--- src/design/mem_pkg.sv ---
package mem_pkg;

    // lane count and datapath widths
    parameter int NUM_LANES  = 2;   // dual issue
    parameter int XLEN       = 32;  // data and address width
    parameter int REG_ADDR_W = 5;   // 32 integer registers
    parameter int EXC_W      = 5;   // flags gathered up to execute
    parameter int EXC_OUT_W  = EXC_W + 1;   // plus the commit-stage bit

    // op codes decoded here, anything else passes through
    typedef enum logic [7:0] {
        OP_OTHER = 8'h00,
        LDB      = 8'h20,   // signed byte
        LDH      = 8'h21,   // signed half
        LDW      = 8'h22,
        LDBU     = 8'h23,   // unsigned byte
        LDHU     = 8'h24,   // unsigned half
        LLW      = 8'h25    // load-linked word
    } mem_op_e;

    // one lane as it leaves execute
    typedef struct packed {
        logic                  valid;
        logic [XLEN-1:0]       pc;
        mem_op_e               op;
        logic [XLEN-1:0]       addr;        // effective address
        logic                  rf_we;
        logic [REG_ADDR_W-1:0] rf_waddr;
        logic [XLEN-1:0]       rf_wdata;    // execute result
        logic [EXC_W-1:0]      exc;
    } mem_lane_t;

    // one lane as it leaves the MEM/WB register
    typedef struct packed {
        logic                  valid;
        logic [XLEN-1:0]       pc;
        logic [XLEN-1:0]       addr;
        logic                  rf_we;
        logic [REG_ADDR_W-1:0] rf_waddr;
        logic [XLEN-1:0]       rf_wdata;    // load data or forwarded result
        logic [EXC_OUT_W-1:0]  exc;         // bit 0 is the commit flag
    } wb_lane_t;

endpackage

--- src/design/load_align.sv ---
module load_align (
    input  mem_pkg::mem_lane_t    lane_i,
    input  logic [mem_pkg::XLEN-1:0] dcache_rdata_i,
    input  logic                  dcache_data_ok_i,
    output mem_pkg::mem_lane_t    lane_o,
    output logic                  stall_o
);

    logic [7:0]               byte_sel;     // byte picked by addr[1:0]
    logic [15:0]              half_sel;     // half picked by addr[1]
    logic                     half_aligned;
    logic                     is_load;
    logic [mem_pkg::XLEN-1:0] load_data;

    // byte lane select from the cache word
    always_comb begin
        case (lane_i.addr[1:0])
            2'b00: byte_sel = dcache_rdata_i[7:0];
            2'b01: byte_sel = dcache_rdata_i[15:8];
            2'b10: byte_sel = dcache_rdata_i[23:16];
            default: byte_sel = dcache_rdata_i[31:24];
        endcase
    end

    assign half_sel     = lane_i.addr[1] ? dcache_rdata_i[31:16] : dcache_rdata_i[15:0];
    assign half_aligned = ~lane_i.addr[0];  // odd half address reads zero

    // decode and extend
    always_comb begin
        is_load   = 1'b1;
        load_data = '0;
        case (lane_i.op)
            mem_pkg::LDB: begin
                load_data = {{(mem_pkg::XLEN-8){byte_sel[7]}}, byte_sel};
            end
            mem_pkg::LDBU: begin
                load_data = {{(mem_pkg::XLEN-8){1'b0}}, byte_sel};
            end
            mem_pkg::LDH: begin
                if (half_aligned) begin
                    load_data = {{(mem_pkg::XLEN-16){half_sel[15]}}, half_sel};
                end
            end
            mem_pkg::LDHU: begin
                if (half_aligned) begin
                    load_data = {{(mem_pkg::XLEN-16){1'b0}}, half_sel};
                end
            end
            mem_pkg::LDW,
            mem_pkg::LLW: begin
                load_data = dcache_rdata_i;     // full word
            end
            default: begin
                is_load = 1'b0;
            end
        endcase
    end

    // a load waits here until the cache answers
    assign stall_o = is_load & ~dcache_data_ok_i;

    always_comb begin
        lane_o = lane_i;    // control and address go through
        if (is_load) begin
            lane_o.rf_wdata = dcache_data_ok_i ? load_data : '0;
        end
    end

endmodule

--- src/design/mem_wb_reg.sv ---
module mem_wb_reg #(
    parameter int NUM_LANES = mem_pkg::NUM_LANES
) (
    input  logic                                 clk,
    input  logic                                 rst_i,
    input  mem_pkg::mem_lane_t [NUM_LANES-1:0]   lanes_i,
    input  logic               [NUM_LANES-1:0]   stall_i,
    output logic                                 pause_o,
    output mem_pkg::wb_lane_t  [NUM_LANES-1:0]   wb_o
);

    logic              [NUM_LANES-1:0] exc_any;    // per lane, any flag set
    mem_pkg::wb_lane_t [NUM_LANES-1:0] wb_next;

    // repack each lane for write-back
    always_comb begin
        for (int i = 0; i < NUM_LANES; i++) begin
            exc_any[i]          = |lanes_i[i].exc;
            wb_next[i].valid    = lanes_i[i].valid;
            wb_next[i].pc       = lanes_i[i].pc;
            wb_next[i].addr     = lanes_i[i].addr;
            wb_next[i].rf_we    = lanes_i[i].rf_we;
            wb_next[i].rf_waddr = lanes_i[i].rf_waddr;
            wb_next[i].rf_wdata = lanes_i[i].rf_wdata;
            wb_next[i].exc      = {lanes_i[i].exc, 1'b0};   // commit bit is zero
        end
    end

    // an exception in either lane lets the bundle through
    assign pause_o = (|stall_i) & ~(|exc_any);

    always_ff @(posedge clk) begin
        if (rst_i) begin
            wb_o <= '0;
        end else if (pause_o) begin
            wb_o <= '0;         // bubble while the cache is busy
        end else begin
            wb_o <= wb_next;
        end
    end

endmodule

--- src/design/mem_stage.sv ---
module mem_stage #(
    parameter int NUM_LANES = mem_pkg::NUM_LANES
) (
    input  logic                                 clk,
    input  logic                                 rst_i,
    input  mem_pkg::mem_lane_t [NUM_LANES-1:0]   lanes_i,
    input  logic [mem_pkg::XLEN-1:0]             dcache_rdata_i,    // shared read port
    input  logic                                 dcache_data_ok_i,
    output logic                                 pause_o,           // to pipeline control
    output mem_pkg::wb_lane_t  [NUM_LANES-1:0]   wb_o
);

    mem_pkg::mem_lane_t [NUM_LANES-1:0] aligned;     // lanes with load data in place
    logic               [NUM_LANES-1:0] lane_stall;

    // one aligner per issue lane
    for (genvar g = 0; g < NUM_LANES; g++) begin : g_lane
        load_align u_load_align (
            .lane_i           (lanes_i[g]),
            .dcache_rdata_i   (dcache_rdata_i),
            .dcache_data_ok_i (dcache_data_ok_i),
            .lane_o           (aligned[g]),
            .stall_o          (lane_stall[g])
        );
    end

    mem_wb_reg #(
        .NUM_LANES (NUM_LANES)
    ) u_mem_wb_reg (
        .clk      (clk),
        .rst_i    (rst_i),
        .lanes_i  (aligned),
        .stall_i  (lane_stall),
        .pause_o  (pause_o),
        .wb_o     (wb_o)
    );

endmodule

--- config.mk ---
export PLATFORM = sky130hd
export DESIGN_NAME = mem_stage
export DESIGN_NICKNAME = d
export VERILOG_FILES = /design/src/design/mem_pkg.sv /design/src/design/load_align.sv /design/src/design/mem_wb_reg.sv /design/src/design/mem_stage.sv
export SDC_FILE = /design/constraint.sdc
export NUM_CORES = 1
export LEC_CHECK = 0
export ABC_AREA = 1
export BUFFER_PORTS_ARGS = -buffer_cell sky130_fd_sc_hd__buf_2
export CORE_AREA = 2 2 186 188
export CTS_CLUSTER_DIAMETER = 100
export CTS_CLUSTER_SIZE = 8
export DETAILED_ROUTE_END_ITERATION = 7
export DIE_AREA = 0 0 188 190
export PLACE_DENSITY = 0.52
export SYNTH_ARGS = -nofsm -noshare
export SYNTH_HDL_FRONTEND = slang
export SYNTH_SLANG_ARGS = --single-unit
--- constraint.sdc ---
create_clock -name clk -period 2.71 [get_ports clk]
set_clock_uncertainty 0.1 [all_clocks]
set_input_delay 0.1355 -clock clk [delete_from_list [all_inputs] [get_ports clk]]
set_output_delay 0.1355 -clock clk [all_outputs]
set_load 0.02 [all_outputs]
# Word-level counts from Yosys, hierarchy flattened
# Index checks and enable logic that the tools add are counted.
[op_classes]
shifts = 0
n_div = 0
n_eq_ne = 16
mux = 16
n_reduce_logical = 9
addsub = 0
order_cmp = 0
bitwise = 5
multipliers = 0
[op_table]
columns = ["operator", "n"]
rows = [
  ["$pmux 32 s5", 2],
  ["$mux 32", 6],
  ["$eq 8x6->1 const B", 12],
  ["$mux 16", 4],
  ["$pmux 8 s3", 2],
  ["$reduce_or 6->1", 2],
  ["$reduce_or 10->1", 1],
  ["$reduce_or 2->1", 4],
  ["$eq 2x1->1 const B", 2],
  ["$eq 2x2->1 const B", 2],
  ["$logic_not 2->1", 2],
  ["$and 1x1->1", 3],
  ["$mux 1", 2],
  ["$not 1->1", 2],
]
[totals]
romBits = 0
register_bits = 218
mem_bits_rw = 0
mem_count = 0
inputBits = 267
latchBits = 0

# Longest topological paths before layout
[logic_depth]
word_depth = 7
ltp_mapped = 12
depth_no_buf = 10

# Hierarchy
# From an unflattened synthesis, not the netlist that was laid out.
[hier_totals]
cells_unflattened = 1514
area_unflattened_um2 = 10567.6
[modules_own_cells]
columns = ["module", "area_per_inst_um2", "n_inst", "seq_area_each_um2", "cells_per_inst"]
rows = [
  ["mem_wb_reg", 6238.5, 1, 4324.1, 690],
  ["load_align", 2164.6, 2, 0.0, 412],
]

# Least setup slack after synthesis
# OpenSTA, ideal clock, no wires.
[synth_timing]
kind = "in2reg"
from = "input lanes_i[79] (netlist name)"
to = "register u_mem_wb_reg.wb_o[10] (netlist name)"
required_time_ps = 2494
path_buffers = 3
path_stages = 11
slack_ps = 1227
arrival_ps = 1267
cell_sequence = "inv_1 -> nand2_1 -> nor2_1 -> buf_2 -> nand2_1 -> nand3_2 -> o21ai_2 -> nand2_4 -> buf_6 -> buf_6 -> nor2_2"
[synth_between]
elab_chain_cells = 7
word_cells_on_any_way = 16
classes_between = "eq/ne (6); mux (4); bitwise (2); reduce/logical (4)"
[synth_lines]
columns = ["element", "line_no", "rtl"]
rows = [
  ["start: declaration", "mem_stage.sv:6", "input mem_pkg::mem_lane_t [NUM_LANES-1:0] lanes_i,"],
  ["$eq 8x6->1", "load_align.sv:32", "case (lane_i.op)"],
  ["$reduce_or 6->1 (no line)", "n/a", ""],
  ["$mux 1", "load_align.sv:32", ""],
  ["$and 1x1->1", "load_align.sv:60", "assign stall_o = is_load & ~dcache_data_ok_i;"],
  ["$reduce_or 2->1", "mem_wb_reg.sv:30", "assign pause_o = (|stall_i) & ~(|exc_any);"],
  ["$and 1x1->1", "mem_wb_reg.sv:30", ""],
  ["$reduce_or 2->1 (no line)", "n/a", ""],
]
# Several ways; a longest one is shown, not always the timed one.
# A chain may end at the register's enable or synchronous reset.

# Worst setup path after layout
[layout_timing]
from = "input lanes_i[43] (netlist name)"
to = "register u_mem_wb_reg.wb_o[6] (netlist name)"
[layout_between]
elab_chain_cells = 5
word_cells_on_any_way = 9
classes_between = "eq/ne (2); mux (6); reduce/logical (1)"
[layout_lines]
columns = ["element", "line_no", "rtl"]
rows = [
  ["$eq 2x2->1 (tied with other cells)", "load_align.sv:17", "case (lane_i.addr[1:0])"],
  ["$pmux 8 s3", "load_align.sv:17", ""],
  ["$pmux 32 s5 (*)", "load_align.sv:32", ""],
  ["$mux 32 (*)", "load_align.sv:65", "lane_o.rf_wdata = dcache_data_ok_i ? load_data : '0;"],
  ["$mux 32 (*)", "load_align.sv:64", "if (is_load) begin"],
]
# Every way passes the cells marked *; elsewhere a longest branch is shown, timed or not.

==> results.md <==
Die:
- The horizontal extent of the die is 188 um.
- The starting density of the core is 0.2669.
- The region available for standard cell placement spans between 30,000 and 40,000 sq um.
- Row generation in the floorplan step produced between 60 and 70 rows.
- The floorplan step set the die height to ~190 um.
- ~490 I/O pins were placed.
- The die covers between 30,000 and 40,000 sq um.

Worst setup path:
- The path type of the worst setup path is input pin to flip-flop.
- Data on the critical path is required at its endpoint by between 3 and 4 ns.
- STA classifies the critical path endpoint as a flip-flop.
- The worst setup path is launched from an input pin.
- The largest fanout of any net on the critical path is 15.
- The most critical setup path has its startpoint at lanes_i[43].
- Following the worst setup path forward leads to its endpoint at u_mem_wb_reg.wb_o[6]$_SDFF_PP0_.
- Data arrives at the worst endpoint at ~3 ns.

STA:
- The count of final setup violators is 0.
- Setup repair after global routing left no endpoint under its margin.
- Summed over all failing endpoints, the final setup total negative slack is 0 ns.
- The clock period minus final worst setup slack is between 2 and 3 ns.
- The transition time of the tightest slew-check pin is around 0.80 ns.
- The number of endpoints with negative hold slack in the final report is 0.
- The max-slew violation count is 0.
- In this run the tightest slew margin relative to its limit is 0.4678.
- Dividing the final minimum period by the clock period gives 0.9458.
- The upper clock frequency limit is between 0.3 and 0.4 GHz.

Power:
- The total power density per cell area is 537.8 nW/um^2.
- The worst IR drop on VDD is around 0.00042 V.
- Of the total power, the share spent switching nets is 0.2721.
- The power share of the sequential group is 0.417.
- The cell-internal power is 5.945 mW.
- The fraction of power consumed by combinational cells is 0.184.
- The share of total power dissipated in the clock network is 0.399.
- The cell leakage power is 8.355 nW.
- Summed over all nets, the switching power comes to approximately 2.2 mW.

CTS:
- Clock tree synthesis inserted a total of 30 buffers.
- The TritonCTS clock tree is done.
- No sink is reached through more buffers than the 3 on the longest clock path.
- The clock slew at the register clock pins of the worst setup and hold paths is about 0.05 ns.
- CTS built an H-tree with a depth of 1.
- The tree built by TritonCTS fans out to 216 sinks.
- The cell at the root of the clock tree is sky130_fd_sc_hd__clkbuf_16.

Route:
- The detail-routed via count per cell is 4.288.
- For this block, the routed nets add up to about 40,000 um of wire.
- The average detailed-routed wire length per instance is approximately 16 um.
- For this run, the detailed router's first-pass iteration total came to 5.
- In the routed design, unresolved DRC markers number 0.
- The number of design-rule violations left by the first detailed-router iteration is about 480.
- The overall via count from detail_route is approximately 11,000.
- The post-route antenna net violation count is 0.

Layout:
- The final instance count without filler cells is between 2,000 and 2,500.
- The layout has ~3,400 filler cells.
- The area growth from synthesis to layout is 67.61%.
- The register with the most flip-flops in the layout has between 200 and 250 of them.
- The design area is about 15,000 sq um.
- Of the cells placed in the final design, the portion with a size suffix greater than 1 is 0.3281.
- The net count of the finished layout is 2,261.
- In the final layout, the registers with the most flip-flops are u_mem_wb_reg.wb_o x216.
- The register ranked first by flip-flop count is u_mem_wb_reg.wb_o.

Place:
- The final weighted congestion in routability-driven placement is around 0.86.
- Port buffering added just under 500 buffers.
- The total placed instance area is between 10,000 and 15,000 sq um.
- The half-perimeter wire length of the detailed placement result is 27,990 um.
- The number of cells in the design after placement is between 2,000 and 2,500.

GRT:
- The global routing met2 resource utilization is 0.3673.
- The most heavily used metal layer in global routing is met2.
- After global routing the overflow that remains totals 0.
- The global-route met1 utilization is 0.2586.
- Entering global routing, the biggest net connects 65 pins.
- The number of antenna violations at the first check in global routing is 2.
- The number of global-route vias before repair was ~10,000.
- The global routing usage on met3 is 0.03523.
- The first global-routing pass estimated approximately 58,000 um of wire.
- For this run, the total global-route usage over all layers was measured as 0.2084.

Synthesis:
- After synthesis the netlist holds a flip-flop and latch count of 216.
- The average instance in the mapped netlist occupies 7.129 sq um.
- The share of the Yosys chip area taken by registers is 0.4772.
- Sorting the synthesized cells by area gives the leading types as sky130_fd_sc_hd__dfxtp_1, sky130_fd_sc_hd__inv_1, sky130_fd_sc_hd__nand3_1.
- Counting every instance in the synthesized netlist gives around 1,300.
- Summing every instance area after synthesis gives 9061 sq um.
- The biggest area contributor in the post-synthesis netlist is sky130_fd_sc_hd__dfxtp_1.
- The synthesized netlist contains 23 unique library cells.
- During synthesis, Yosys emitted a total of 0 warnings.
- Of the post-synthesis cell area, the dominant cell type holds 0.4772.

Run:
- Max-cap violations in this run came to 0.

Outcome:
- The run finished with clean final reports.

Min path:
- The tightest min-delay check is of the input pin to flip-flop type.
stage by stage:
stage	setup slack, ns	hold WS (ns)	power (mW)	util
CTS	0.2010	0.00004202	8.259	0.4472
global placement	0.6169	0.2489	4.658	0.3514
detailed placement	0.5972	0.2549	4.665	0.3514
floorplan	1.227	0.1477	4.118	-
global route	0.004450	0.01689	8.536	0.4474
finish	0.1468	0.006283	8.168	0.4474
kinds of logic after synthesis:
family,after synthesis,synth area share
and+or+nand+nor,644,0.3213
DFF,216,0.4772
other,1,0.0004139
buffers and inverters,314,0.1476
AOI/OAI and AO/OA,96,0.05344
routing by layer:
| layer | wire, um | up-vias |
|---|---|---|
| li1 | - | 5232 |
| met1 | 16610 | 4756 |
| met2 | 19290 | 439 |
| met3 | 2668 | 75 |
| met4 | 1185 | 0 |
| met5 | 0 | - |
synth_stat cells (all sizes together):
library cell,n
nand4,1
a21oi,63
inv,248
nor2,311
dfxtp,216
clkbuf,23
nand3,172
o21ai,33
buf,43
nor3,1
conb,1
nand2,159
area by class of cell:
cell class / count / area (sq um) / share of cell area
clock buffer: 30 / 750.7 / 0.04943
multi-input combinational: 742 / 3420 / 0.2252
clock inverter: 1 / 30.03 / 0.001977
timing repair buffer: 756 / 5160 / 0.3398
tap: 455 / 569.3 / 0.03749
sequential: 216 / 4324 / 0.2847
antenna: 1 / 2.502 / 0.0001648
inverter: 248 / 930.9 / 0.06129
critical path: stages:
cell and delay, ns:
sky130_fd_sc_hd__dlygate4sd3_1 0.53, sky130_fd_sc_hd__buf_2 0.21, sky130_fd_sc_hd__nor2_1 0.17, sky130_fd_sc_hd__buf_4 0.24, sky130_fd_sc_hd__nand2_1 0.09, sky130_fd_sc_hd__nand3_1 0.09
sky130_fd_sc_hd__nand3_1 0.08, sky130_fd_sc_hd__nand3_1 0.11, sky130_fd_sc_hd__a21oi_1 0.07, sky130_fd_sc_hd__dlygate4sd3_1 0.60, sky130_fd_sc_hd__nor2_2 0.09, sky130_fd_sc_hd__dlygate4sd3_1 0.54
what timing repair did:
item | CTS | global route
hold buffers | 247 | 0
setup buffers | 0 | 0
gates resized for setup | 0 | 1
endpoints found under the hold margin | 216 | 0
setup endpoints to repair | 0 | 1
worst min path at each step:
stage | from | endpoint | cells after the start
global route | rst_i | u_mem_wb_reg.wb_o[16]$_SDFF_PP0_ | 4
CTS | dcache_rdata_i[15] | u_mem_wb_reg.wb_o[130]$_SDFF_PP0_ | 5
floorplan | lanes_i[114] | u_mem_wb_reg.wb_o[107]$_SDFF_PP0_ | 2
finish | rst_i | u_mem_wb_reg.wb_o[16]$_SDFF_PP0_ | 4
global placement | lanes_i[189] | u_mem_wb_reg.wb_o[183]$_SDFF_PP0_ | 3
detailed placement | lanes_i[158] | u_mem_wb_reg.wb_o[152]$_SDFF_PP0_ | 3
cell usage in the layout, fill, tap and decap left out:
master and instances:
sky130_fd_sc_hd__nand2_8 1, sky130_fd_sc_hd__o21ai_1 2, sky130_fd_sc_hd__buf_12 6, sky130_fd_sc_hd__o21ai_2 1, sky130_fd_sc_hd__nor2_1 208, sky130_fd_sc_hd__nand4_1 1
sky130_fd_sc_hd__nor3_1 1, sky130_fd_sc_hd__nor2_2 103, sky130_fd_sc_hd__buf_2 483, sky130_fd_sc_hd__a21oi_1 63, sky130_fd_sc_hd__diode_2 1, sky130_fd_sc_hd__nand3_1 170
sky130_fd_sc_hd__clkinv_16 1, sky130_fd_sc_hd__nand2_1 155, sky130_fd_sc_hd__nand3_2 2, sky130_fd_sc_hd__inv_1 244, sky130_fd_sc_hd__o21ai_0 30, sky130_fd_sc_hd__conb_1 2
sky130_fd_sc_hd__clkbuf_16 30, sky130_fd_sc_hd__dfxtp_1 216, sky130_fd_sc_hd__dlygate4sd3_1 247, sky130_fd_sc_hd__buf_4 20, sky130_fd_sc_hd__inv_2 4, sky130_fd_sc_hd__nand2_2 3
power groups by stage:
stage / registers [mW] / clock network (mW) / logic (mW)
finish: 3.40 / 3.26 / 1.50
global route: 3.41 / 3.50 / 1.62
CTS: 3.40 / 3.36 / 1.50
detailed placement: 3.46 / 0 / 1.20
global placement: 3.46 / 0 / 1.19
floorplan: 3.69 / 0 / 0.426
(Power assumes the default switching activity.)
